===== src/common/sv32_pkg.sv =====
package sv32_pkg;

    typedef logic [31:0] vaddr_t;
    typedef logic [31:0] paddr_t;
    typedef logic [31:0] pte_t;
    typedef logic [9:0]  vpn_t;
    typedef logic [1:0]  priv_t;

    localparam priv_t PRIV_USER    = 2'b00;
    localparam priv_t PRIV_SUPER   = 2'b01;
    localparam priv_t PRIV_MACHINE = 2'b11;

    // pte flag bits
    localparam int PTE_V = 0;
    localparam int PTE_R = 1;
    localparam int PTE_W = 2;
    localparam int PTE_X = 3;
    localparam int PTE_U = 4;
    localparam int PTE_A = 6;
    localparam int PTE_D = 7;

    typedef enum logic [2:0] {
        IDLE     = 3'd0,
        FETCH_L1 = 3'd1,
        CHECK_L1 = 3'd2,
        FETCH_L0 = 3'd3,
        CHECK_L0 = 3'd4,
        DONE     = 3'd5
    } walk_state_t;

endpackage


===== src/common/pte_walk_if.sv =====
`timescale 1ns/1ps

interface pte_walk_if;

    logic              capture; // latch memory data this edge
    logic              level;   // 1 = level 1, 0 = level 0
    sv32_pkg::pte_t    pte;
    logic              leaf;
    logic              fault;
    sv32_pkg::paddr_t  pa;

    modport fsm (
        output capture,
        output level,
        input  leaf,
        input  fault,
        input  pa
    );

    modport fetch (
        input  capture,
        input  level,
        output pte
    );

    modport check (
        input  level,
        input  pte,
        output leaf,
        output fault,
        output pa
    );

endinterface


===== src/design/walk_timer.sv =====
`timescale 1ns/1ps

module walk_timer #(
    parameter int TIMEOUT_CYCLES = 64
) (
    input  logic clk,
    input  logic rst,
    input  logic run,
    output logic expired
);

    localparam int CW = $clog2(TIMEOUT_CYCLES + 1);

    logic [CW-1:0] count;

    always_ff @(posedge clk) begin
        if (rst || !run) begin
            count <= '0;
        end else if (count != CW'(TIMEOUT_CYCLES)) begin
            count <= count + 1'b1; // saturates at the limit
        end
    end

    assign expired = (count == CW'(TIMEOUT_CYCLES));

endmodule


===== src/mmu/pte_check.sv =====
`timescale 1ns/1ps

module pte_check (
    input  sv32_pkg::vaddr_t  va,
    input  sv32_pkg::priv_t   priv,
    input  logic              sum,
    input  logic              access_is_inst,
    input  logic              access_is_load,
    input  logic              access_is_store,
    pte_walk_if.check         walk
);

    logic v, r, w, x, u, a, d;
    logic is_leaf;
    logic bad_pte;
    logic priv_fault;
    logic ptr_fault;
    logic misaligned;
    logic perm_fault;

    assign v = walk.pte[sv32_pkg::PTE_V];
    assign r = walk.pte[sv32_pkg::PTE_R];
    assign w = walk.pte[sv32_pkg::PTE_W];
    assign x = walk.pte[sv32_pkg::PTE_X];
    assign u = walk.pte[sv32_pkg::PTE_U];
    assign a = walk.pte[sv32_pkg::PTE_A];
    assign d = walk.pte[sv32_pkg::PTE_D];

    assign is_leaf = r || x;
    assign bad_pte = !v || (w && !r);

    // U only means something on a leaf
    assign priv_fault = is_leaf &&
                        (((priv == sv32_pkg::PRIV_USER) && !u) ||
                         ((priv == sv32_pkg::PRIV_SUPER) && u && (!sum || access_is_inst)));

    assign ptr_fault  = !is_leaf && !walk.level;            // pointer at level 0
    assign misaligned = is_leaf && walk.level && (walk.pte[19:10] != '0);

    // no hardware A/D update, so a clear A or a store with D clear traps
    assign perm_fault = is_leaf &&
                        (!a ||
                         (access_is_inst  && !x) ||
                         (access_is_load  && !r) ||
                         (access_is_store && (!w || !d)));

    always_comb begin
        walk.fault = 1'b0;
        walk.leaf  = 1'b0;
        if (bad_pte) begin
            walk.fault = 1'b1;
        end else if (priv_fault) begin
            walk.fault = 1'b1;
        end else if (ptr_fault) begin
            walk.fault = 1'b1;
        end else if (misaligned) begin
            walk.fault = 1'b1;
        end else if (perm_fault) begin
            walk.fault = 1'b1;
        end else begin
            walk.leaf = is_leaf;
        end
    end

    // 32-bit physical space, ppn bits 31:30 dropped
    assign walk.pa = walk.level ? {walk.pte[29:20], va[21:0]}
                                : {walk.pte[29:10], va[11:0]};

endmodule


===== src/mmu/pte_fetch_regs.sv =====
`timescale 1ns/1ps

module pte_fetch_regs (
    input  logic              clk,
    input  logic              rst,
    input  logic [21:0]       satp_ppn,
    input  sv32_pkg::vaddr_t  va,
    input  logic [7:0]        mem_b0,
    input  logic [7:0]        mem_b1,
    input  logic [7:0]        mem_b2,
    input  logic [7:0]        mem_b3,
    pte_walk_if.fetch         walk,
    output sv32_pkg::paddr_t  mem_addr
);

    sv32_pkg::vpn_t  vpn1;
    sv32_pkg::vpn_t  vpn0;
    sv32_pkg::pte_t  l1_pte;
    sv32_pkg::pte_t  l0_pte;
    sv32_pkg::pte_t  mem_word;
    logic [33:0]     l1_addr;
    logic [33:0]     l0_addr;

    assign vpn1 = va[31:22];
    assign vpn0 = va[21:12];

    // table base + 4 * vpn, upper two bits fall off
    assign l1_addr = {satp_ppn, 12'b0} + 34'({vpn1, 2'b00});
    assign l0_addr = {l1_pte[31:10], 12'b0} + 34'({vpn0, 2'b00});

    assign mem_addr = walk.level ? l1_addr[31:0] : l0_addr[31:0];

    assign mem_word = {mem_b3, mem_b2, mem_b1, mem_b0}; // b0 is the low byte

    always_ff @(posedge clk) begin
        if (rst) begin
            l1_pte <= '0;
            l0_pte <= '0;
        end else if (walk.capture) begin
            if (walk.level) begin
                l1_pte <= mem_word;
            end else begin
                l0_pte <= mem_word;
            end
        end
    end

    assign walk.pte = walk.level ? l1_pte : l0_pte;

endmodule


===== src/mmu/mmu_walk_fsm.sv =====
`timescale 1ns/1ps

module mmu_walk_fsm (
    input  logic              clk,
    input  logic              rst,
    input  sv32_pkg::vaddr_t  va,
    input  logic              satp_mode,
    input  sv32_pkg::priv_t   priv,
    input  logic              access_is_inst,
    input  logic              access_is_load,
    input  logic              access_is_store,
    input  logic              mem_resolved,
    input  logic              hold,
    input  logic              expired,
    pte_walk_if.fsm           walk,
    output logic              stall,
    output logic              mem_req,
    output sv32_pkg::paddr_t  pa,
    output logic              instr_fault,
    output logic              load_fault,
    output logic              store_fault
);

    sv32_pkg::walk_state_t state;
    logic                  fault_q;
    logic                  waiting;
    logic                  checking;
    logic                  check_done;
    logic                  walk_start;

    assign waiting    = (state == sv32_pkg::FETCH_L1) || (state == sv32_pkg::FETCH_L0);
    assign checking   = (state == sv32_pkg::CHECK_L1) || (state == sv32_pkg::CHECK_L0);
    assign check_done = checking && (walk.fault || walk.leaf);
    assign walk_start = satp_mode && (priv != sv32_pkg::PRIV_MACHINE);

    assign walk.capture = waiting && mem_resolved;
    assign walk.level   = !((state == sv32_pkg::FETCH_L0) || (state == sv32_pkg::CHECK_L0));

    always_ff @(posedge clk) begin
        if (rst) begin
            state   <= sv32_pkg::IDLE;
            stall   <= 1'b0;
            mem_req <= 1'b0;
            fault_q <= 1'b0;
        end else begin
            case (state)
                sv32_pkg::IDLE: begin
                    if (walk_start) begin
                        stall   <= 1'b1;
                        mem_req <= 1'b1; // level-1 read
                        fault_q <= 1'b0;
                        state   <= sv32_pkg::FETCH_L1;
                    end
                end
                sv32_pkg::FETCH_L1,
                sv32_pkg::FETCH_L0: begin
                    if (mem_resolved) begin
                        mem_req <= 1'b0;
                        state   <= (state == sv32_pkg::FETCH_L1) ? sv32_pkg::CHECK_L1
                                                                 : sv32_pkg::CHECK_L0;
                    end else if (expired) begin
                        // no answer from memory, give up
                        mem_req <= 1'b0;
                        fault_q <= 1'b1;
                        state   <= sv32_pkg::DONE;
                    end
                end
                sv32_pkg::CHECK_L1,
                sv32_pkg::CHECK_L0: begin
                    if (check_done) begin
                        fault_q <= walk.fault;
                        state   <= sv32_pkg::DONE;
                    end else begin
                        mem_req <= 1'b1; // pointer, go down a level
                        state   <= sv32_pkg::FETCH_L0;
                    end
                end
                sv32_pkg::DONE: begin
                    stall <= 1'b0;
                    if (!hold) begin
                        state <= sv32_pkg::IDLE;
                    end
                end
                default: begin
                    state <= sv32_pkg::IDLE;
                end
            endcase
        end
    end

    // result register, loaded on the way into DONE
    always_ff @(posedge clk) begin
        if (check_done) begin
            pa <= walk.fault ? va : walk.pa;
        end else if (waiting && !mem_resolved && expired) begin
            pa <= va;
        end
    end

    // only the strobe for the current access type fires
    assign instr_fault = (state == sv32_pkg::DONE) && fault_q && access_is_inst;
    assign load_fault  = (state == sv32_pkg::DONE) && fault_q && access_is_load;
    assign store_fault = (state == sv32_pkg::DONE) && fault_q && access_is_store;

endmodule


===== src/design/mmu_top.sv =====
`timescale 1ns/1ps

module mmu_top #(
    parameter int TIMEOUT_CYCLES = 64
) (
    input  logic              clk,
    input  logic              rst,
    input  sv32_pkg::vaddr_t  va,
    input  logic [31:0]       satp,
    input  sv32_pkg::priv_t   priv,
    input  logic              sum,
    input  logic              access_is_inst,
    input  logic              access_is_load,
    input  logic              access_is_store,
    input  logic              mem_resolved,
    input  logic [7:0]        mem_b0,
    input  logic [7:0]        mem_b1,
    input  logic [7:0]        mem_b2,
    input  logic [7:0]        mem_b3,
    input  logic              hold,
    output logic              stall,
    output logic              mem_req,
    output sv32_pkg::paddr_t  mem_addr,
    output sv32_pkg::paddr_t  pa,
    output logic              instr_fault,
    output logic              load_fault,
    output logic              store_fault,
    output sv32_pkg::vaddr_t  faulting_va
);

    pte_walk_if walk_bus ();

    logic expired;

    assign faulting_va = va;

    mmu_walk_fsm u_fsm (
        .clk             (clk),
        .rst             (rst),
        .va              (va),
        .satp_mode       (satp[31]),
        .priv            (priv),
        .access_is_inst  (access_is_inst),
        .access_is_load  (access_is_load),
        .access_is_store (access_is_store),
        .mem_resolved    (mem_resolved),
        .hold            (hold),
        .expired         (expired),
        .walk            (walk_bus.fsm),
        .stall           (stall),
        .mem_req         (mem_req),
        .pa              (pa),
        .instr_fault     (instr_fault),
        .load_fault      (load_fault),
        .store_fault     (store_fault)
    );

    pte_fetch_regs u_fetch (
        .clk      (clk),
        .rst      (rst),
        .satp_ppn (satp[21:0]),
        .va       (va),
        .mem_b0   (mem_b0),
        .mem_b1   (mem_b1),
        .mem_b2   (mem_b2),
        .mem_b3   (mem_b3),
        .walk     (walk_bus.fetch),
        .mem_addr (mem_addr)
    );

    pte_check u_check (
        .va              (va),
        .priv            (priv),
        .sum             (sum),
        .access_is_inst  (access_is_inst),
        .access_is_load  (access_is_load),
        .access_is_store (access_is_store),
        .walk            (walk_bus.check)
    );

    // mem_req is already registered in the FSM
    walk_timer #(
        .TIMEOUT_CYCLES (TIMEOUT_CYCLES)
    ) u_timer (
        .clk     (clk),
        .rst     (rst),
        .run     (mem_req),
        .expired (expired)
    );

endmodule


===== config.mk =====
export PLATFORM = sky130hd
export DESIGN_NAME = mmu_top
export DESIGN_NICKNAME = d
export VERILOG_FILES = /design/src/common/sv32_pkg.sv /design/src/common/pte_walk_if.sv /design/src/design/walk_timer.sv /design/src/mmu/pte_check.sv /design/src/mmu/pte_fetch_regs.sv /design/src/mmu/mmu_walk_fsm.sv /design/src/design/mmu_top.sv
export SDC_FILE = /design/constraint.sdc
export NUM_CORES = 1
export LEC_CHECK = 0
export ABC_AREA = 1
export BUFFER_PORTS_ARGS = -buffer_cell sky130_fd_sc_hd__buf_2
export CAP_MARGIN = 0
export CORE_ASPECT_RATIO = 2
export CORE_MARGIN = 2
export CORE_UTILIZATION = 25
export DETAILED_ROUTE_END_ITERATION = 8
export PLACE_DENSITY = 0.45
export SLEW_MARGIN = 20
export SYNTH_ARGS = -nofsm -noshare
export SYNTH_HDL_FRONTEND = slang
export SYNTH_SLANG_ARGS = --single-unit

===== constraint.sdc =====
create_clock -name clk -period 5.6 [get_ports clk]
set_clock_uncertainty 0.15 [all_clocks]
set_input_delay 0.84 -clock clk [delete_from_list [all_inputs] [get_ports clk]]
set_output_delay 0.84 -clock clk [all_outputs]
set_load 0.02 [all_outputs]

==> results of run 1 <==
==> synthesized netlist by cell type (2+ instances only) <==
library cell	number
nand3_2	2
o31ai_1	2
nand3_1	22
dfxtp_1	67
inv_2	2
o21ai_0	93
nand4_1	6
o21ai_2	22
nor2_1	52
ha_1	2
nand2_4	3
a21oi_1	50
nor2_2	2
buf_6	3
o21ai_1	12
clkbuf_1	25
xor2_1	2
buf_2	5
nor3_1	3
nand2_2	14
inv_1	74
edfxtp_1	32
nand2_1	144
buf_4	36
==> routing by layer <==
| layer | GRT usage (%) | share of wire (%) |
|---|---|---|
| met1 | 14.9 | 38 |
| met2 | 27.5 | 56 |
| met3 | 1.98 | 3.7 |
| met4 | 4.86 | 1.6 |
| met5 | 0 | 0 |
==> layout make-up <==
type,instances,area [sq um]
Fill cell,2287,13900
Sequential cell,99,2300
Multi-Input combinational cell,438,2140
Timing Repair Buffer,194,986
Tap cell,266,333
Inverter,76,285
Clock buffer,9,225
Clock inverter,7,81.3
==> logic make-up after synthesis <==
| group | synth area share, % |
|---|---|
| adders and majority gates | 0.487 |
| AOI/OAI and AO/OA | 19.3 |
| buffers and inverters | 13.8 |
| other | 0.0730 |
| xor gates and xnor gates | 0.512 |
| DFF | 44.8 |
| and+or+nand+nor | 21.0 |
==> metrics by stage <==
stage | instances | worst slack (ns)
floorplan | 682 | 1.48
global placement | 1073 | 2.24
detailed placement | 1073 | 2.21
CTS | 1089 | 2.20
global route | 1089 | 1.87
finish | 1089 | 2.29
==> path summary, 6_finish.rpt <==
check | to | cells after the start | slack, ns
worst max-delay path | u_fsm.pa[25]$_DFFE_PP_ | 15 | 2.29
worst min-delay path | u_fetch.l0_pte[15]$_SDFFE_PP0P_ | 2 | 0.30
worst max register to register | u_fsm.pa[25]$_DFFE_PP_ | 15 | 2.29
worst min register to register | u_fetch.l0_pte[15]$_SDFFE_PP0P_ | 2 | 0.30
==> power groups by stage <==
stage | logic [uW] | registers [uW] | clock network [uW]
2_1_floorplan | 1190 | 1320 | 0
3_3_place_gp | 1870 | 1130 | 0
3_5_place_dp | 1880 | 1140 | 0
4_1_cts | 1880 | 1120 | 666
5_1_grt | 2060 | 1140 | 691
6_report | 1830 | 1120 | 641
==> registers in the layout, indices dropped and copies added (netlist names) <==
name	cells
u_fsm.pa	32
u_fsm.fault_q	1
u_fsm.state	3
u_fsm.stall	1
u_fsm.mem_req	1
u_fetch.l1_pte	27
u_fetch.l0_pte	27
u_timer.count	7
==> tightest hold or removal path: cells and delay by family (launching register included) <==
| family | cells | cell delay, ns |
|---|---|---|
| compound gates | 1 | 0.05 |
| buf+inv | 1 | 0.05 |
| flops | 1 | 0.30 |
==> impl_metrics.json, run 1 <==
{
  "status": "complete, no violations",
  "die_y_microns": 207,
  "wl_microns": 15300,
  "ctsHoldBuffers": 0,
  "cts_resized": 0,
  "start_util_pct": 25.3,
  "postPlaceCellArea_sq_um": 6050,
  "cts_tree": "built",
  "worstReg2RegStart": "u_fsm.state[0]$_SDFFE_PP0P_",
  "hp-class": "reg2reg",
  "setup_tns_ns": 0,
  "coreArea_sq_um": 20300,
  "wl_per_cell_microns": 14.1,
  "synthCells": 681,
  "clk_path_buf_depth": 2,
  "timing.slew.headroom_pct": 54.6,
  "rows": 74,
  "cts_setup_buffers": 0,
  "antenna_cells": 0,
  "drc_errors": 0,
  "numCtsBuffers": 9,
  "synthTopCellsByArea": "dfxtp_1 26%, edfxtp_1 19%, nand2_1 11%, o21ai_0 9.1%, inv_1 5.4%",
  "die_x_microns": 105,
  "avgSynthCellArea_sq_um": 7.54,
  "power_frac_seq_pct": 31.2,
  "min_from": "u_fetch.l0_pte[15]$_SDFFE_PP0P_",
  "worstPathCellList": "o21ai_2 > nand2_4 > buf_4 > nand2_2 > inv_1 > nand2_1 > nand4_1 > inv_1 > nand2_1 > nand3_2 > nand2_4 > inv_2 > nand2_4 > nand2_2 > o21ai_2",
  "clockRootBuffer": "clkbuf_16",
  "worstPathArrival_ns": 3.26,
  "vias": 4671,
  "end_kind": "flip-flop",
  "io_buffer_count": 188,
  "place.gp.congestion": 0.780,
  "crit_buf_inv": 4,
  "grt_usage_pct": 14.0,
  "cp_max_fo": 69,
  "yosysTopAreaCell": "dfxtp_1",
  "crit_family": "simple AND/OR/NAND/NOR gates",
  "min_period_ns": 3.31,
  "final_util_pct": 31.3,
  "viasPerCell": 4.29,
  "area_delta_synth_final_pct": 23.8,
  "drive_gt1_share_pct": 31.2,
  "cts.clk_slew.worst_paths_ns": 0.08,
  "total_power_uw": 3590,
  "p_leak_uw": 0.00284,
  "postSynth.asyncResetShare_pct": 0,
  "crit_top_cell": "nand2_4",
  "mostFrequentLayoutCell": "buf_2",
  "syn-cell-area_sq_um": 5140,
  "fin_crit_sh_pct": 59.2,
  "crit_path_start_kind": "flip-flop",
  "ant_nets": 0,
  "worst_pin_slew_ns": 0.681,
  "peakVddDrop_mv": 0.202,
  "antenna_found_initial": 0,
  "insertion_delay_ns": 0.36,
  "switching_power_uw": 1700,
  "hold_viol_final": 0,
  "synth_seq_cells": 99,
  "slowest_delay_ns": 0.38,
  "grt_pass1_wl_microns": 23000,
  "htreeDepth": 3,
  "yosys_warnings": 0,
  "p_int_uw": 1890,
  "cp-startpoint": "u_fsm.state[0]$_SDFFE_PP0P_",
  "cts_sinks": 99,
  "ys_types": 30,
  "cp_slowest_cell": "dfxtp_1",
  "yosysTopAreaCellShare_pct": 26.1,
  "grt_overflow_total": 0,
  "yosys_most_used_dff": "dfxtp_1",
  "synth-edff-count": 32,
  "ios": 207,
  "clkPwrFrac_pct": 17.9,
  "hpwlAfterDp_microns": 12000,
  "finish.instance_area_sq_um": 6360,
  "rsz0062_at_grt": "no",
  "first_pass_iters": 4,
  "setup_viol": 0,
  "required_ns": 5.55,
  "final_cell_mix": "188 x buf_2, 144 x nand2_1, 93 x o21ai_0",
  "cap_violations": 0,
  "drtIter0Drc": 234,
  "finalMaxSlewViolations": 0,
  "combPwrFrac_pct": 51.0,
  "fin_nets": 926,
  "netSwitchingFraction_pct": 47.4,
  "hold_ws_ns": 0.299,
  "path_class": "reg2reg",
  "die_area_sq_um": 21800,
  "grt_max_degree": 70,
  "first_global_vias": 4284,
  "fmax_mhz": 302,
  "power.density_nw_per_um2": 564,
  "yosysSeqAreaShare_pct": 44.8
}
No activity file was read; power rests on OpenSTA's default activity.
==> inputs of run 2 (changes only) <==
- ABC_AREA: 1 -> 0
- PLACE_DENSITY: 0.45 -> 0.47
- clock period: 5.6 -> 2.94 ns (I/O delays scaled with it)
==> run 2 against run 1 <==
- wire length is 2.0% lower
- sequential share of layout area is 1.5 points higher
- utilization is 1.2 points higher
- critical endpoint is now u_fsm.pa[17]$_DFFE_PP_
- sequential power is 36% higher
- final cell count is 9.4% lower
- clock power is 89% higher
- sequential cell count stayed put
- non-clock buffer count is 12 higher
- synthesized area is 7.1% lower
- synthesized cell count is 16% lower
- global-route usage is 0.78 points higher
==> impl_metrics.json, run 2 <==
{
  "rows": 71,
  "crit_family": "compound AO/OA/AOI/OAI gates",
  "syn-cell-area_sq_um": 4770,
  "cap_violations": 0,
  "p_leak_uw": 0.00263,
  "synthCells": 572,
  "drc_errors": 0,
  "avgSynthCellArea_sq_um": 8.34,
  "viasPerCell": 4.33,
  "clk_path_buf_depth": 2,
  "hold_end": "u_fsm.pa[8]$_DFFE_PP_",
  "setup_tns_ns": 0,
  "hp-class": "in2reg",
  "cts_tree": "built",
  "regToRegSetupSlack_ns": 0.14,
  "die_area_sq_um": 20300,
  "largest_reg_flops": 32,
  "grt_overflow_total": 0,
  "ctsHoldBuffers": 0,
  "vias": 4271,
  "cts.clk_slew.worst_paths_ns": 0.07,
  "wl_microns": 15000,
  "cts_setup_buffers": 0,
  "synth-edff-count": 32,
  "crit_buf_inv": 0,
  "die_y_microns": 199,
  "synth_seq_cells": 99,
  "grt_pass1_wl_microns": 22400,
  "antenna_found_initial": 2,
  "fmax_mhz": 357,
  "timing.slew.headroom_pct": 32.0,
  "yosys_most_used_dff": "dfxtp_1",
  "drtIter0Drc": 125,
  "grt_max_degree": 44,
  "status": "complete, no violations",
  "first_pass_iters": 4,
  "worst_pin_slew_ns": 1.02,
  "min_path_cells": 1,
  "cp_max_fo": 10,
  "min_from": "va[8]",
  "ys_types": 43,
  "power.density_nw_per_um2": 550,
  "cts_resized": 0,
  "setup_viol": 0,
  "top_register": "u_fsm.pa",
  "end_kind": "flip-flop",
  "final_cell_mix": "215 x nand2_1, 188 x buf_2, 67 x dfxtp_1",
  "required_ns": 2.89,
  "place.gp.congestion": 0.847,
  "slowest_delay_ns": 0.55,
  "yosysSeqAreaShare_pct": 48.3,
  "r2r_cells": 7,
  "worstPathArrival_ns": 2.75,
  "yosys.cell_count.top_type": "nand2_1",
  "coreArea_sq_um": 18700,
  "cts_sinks": 99,
  "insertion_delay_ns": 0.35,
  "worstReg2RegStart": "u_fsm.state[1]$_SDFFE_PP0P_",
  "finalMaxSlewViolations": 0,
  "clockRootBuffer": "clkbuf_16",
  "yosys_warnings": 0,
  "worstPathCellList": "o21ai_1 > a21oi_1 > o22ai_1 > nor2b_1 > a2111o_1 > nand2b_4 > mux2_4",
  "worst_r2r_endpoint": "u_fsm.pa[17]$_DFFE_PP_",
  "ios": 207,
  "fin_crit_sh_pct": 95.2,
  "hold_ws_ns": 0.130,
  "hold_viol_final": 0,
  "numCtsBuffers": 9,
  "htreeDepth": 3,
  "wl_per_cell_microns": 15.2,
  "synthTopCellsByArea": "dfxtp_1 28%, edfxtp_1 20%, nand2_1 17%, a21oi_1 6.6%, buf_4 5.4%",
  "rsz0062_at_grt": "no",
  "yosysTopAreaCellShare_pct": 28.1,
  "area_delta_synth_final_pct": 27.9,
  "crit_path_start_kind": "flip-flop",
  "hpwlAfterDp_microns": 11500,
  "ys_top_cells_by_count": "215 x nand2_1, 67 x dfxtp_1, 63 x a21oi_1",
  "path_class": "reg2reg",
  "ant_nets": 0,
  "first_global_vias": 4125,
  "mostFrequentLayoutCell": "nand2_1",
  "cp_slowest_cell": "dfxtp_1",
  "io_buffer_count": 188,
  "fin_nets": 833,
  "start_util_pct": 25.4,
  "die_x_microns": 102,
  "postSynth.asyncResetShare_pct": 0,
  "min_period_ns": 2.80,
  "yosysTopAreaCell": "dfxtp_1",
  "peakVddDrop_mv": 0.259,
  "grt_usage_pct": 14.8,
  "top_regs": "u_fsm.pa (32), u_fetch.l0_pte (27), u_fetch.l1_pte (27)",
  "drive_gt1_share_pct": 32.6
}
-- run 2: report_power, final --
group | internal, uW | total, uW | switching, uW | leakage [uW]
Combinational | 219 | 622 | 403 | 0.00166
Sequential | 1480 | 1520 | 38.7 | 0.000834
Clock | 684 | 1210 | 530 | 0.000140
Total | 2380 | 3350 | 972 | 0.00263
-- run 2: routing by layer --
metal,share of wire [%],global-route usage [%],vias up
met1,37,15.0,1933
li1,-,-,2171
met5,0,0,-
met2,55,28.8,149
met4,2.3,5.56,0
met3,5.6,2.66,18
-- run 2: through the flow --
stage | setup WS (ns) | std cells | area (sq um) | total power, uW | util, %
5_1_grt | 0.00788 | 985 | 6100 | 3520 | 32.5
2_1_floorplan | 0.336 | 573 | 4780 | 1950 | -
3_3_place_gp | 0.220 | 969 | 5800 | 2180 | 30.9
4_1_cts | 0.158 | 985 | 6100 | 3410 | 32.5
6_report | 0.140 | 987 | 6100 | 3350 | 32.5
3_5_place_dp | 0.175 | 969 | 5800 | 2190 | 30.9
-- run 2: worst max-delay path by stage --
| stage | start | slack [ns] | to | cells past startpoint |
|---|---|---|---|---|
| after floorplan | u_timer.count[2]$_SDFFE_PP0N_ | 0.34 | u_fsm.pa[0]$_DFFE_PP_ | 4 |
| after global placement | u_fsm.state[1]$_SDFFE_PP0P_ | 0.22 | u_fsm.pa[17]$_DFFE_PP_ | 7 |
| after detailed placement | u_fsm.state[1]$_SDFFE_PP0P_ | 0.17 | u_fsm.pa[17]$_DFFE_PP_ | 7 |
| after CTS | u_fsm.state[1]$_SDFFE_PP0P_ | 0.16 | u_fsm.pa[17]$_DFFE_PP_ | 7 |
| after global routing | u_fsm.state[1]$_SDFFE_PP0P_ | 0.008 | u_fsm.pa[14]$_DFFE_PP_ | 7 |
| final | u_fsm.state[1]$_SDFFE_PP0P_ | 0.14 | u_fsm.pa[17]$_DFFE_PP_ | 7 |
-- run 2: logic make-up after synthesis --
family,Yosys count,synth area share (%)
compound gates,102,12.2
xor+xnor,6,1.10
fa+ha+maj,2,0.525
buf+inv,70,8.37
flops,99,48.3
mux,23,5.88
other cells,1,0.0786
simple gates,269,23.6
-- run 2: area by class of cell --
| class | instances | area, sq um |
|---|---|---|
| fill | 2082 | 12600 |
| sequential | 99 | 2300 |
| multi-input combinational | 404 | 2080 |
| timing repair buffer | 206 | 1080 |
| tap | 255 | 319 |
| clock buffer | 12 | 246 |
| clock inverter | 4 | 50.0 |
| inverter | 5 | 18.8 |
| antenna | 2 | 5.00 |
-- run 2: worst register-to-register path, cell delays in order, from the launching register on --
cell and delay [ns]:
dfxtp_1 0.55, o21ai_1 0.18, a21oi_1 0.22, o22ai_1 0.19, nor2b_1 0.19, a2111o_1 0.47, nand2b_4 0.26, mux2_4 0.35
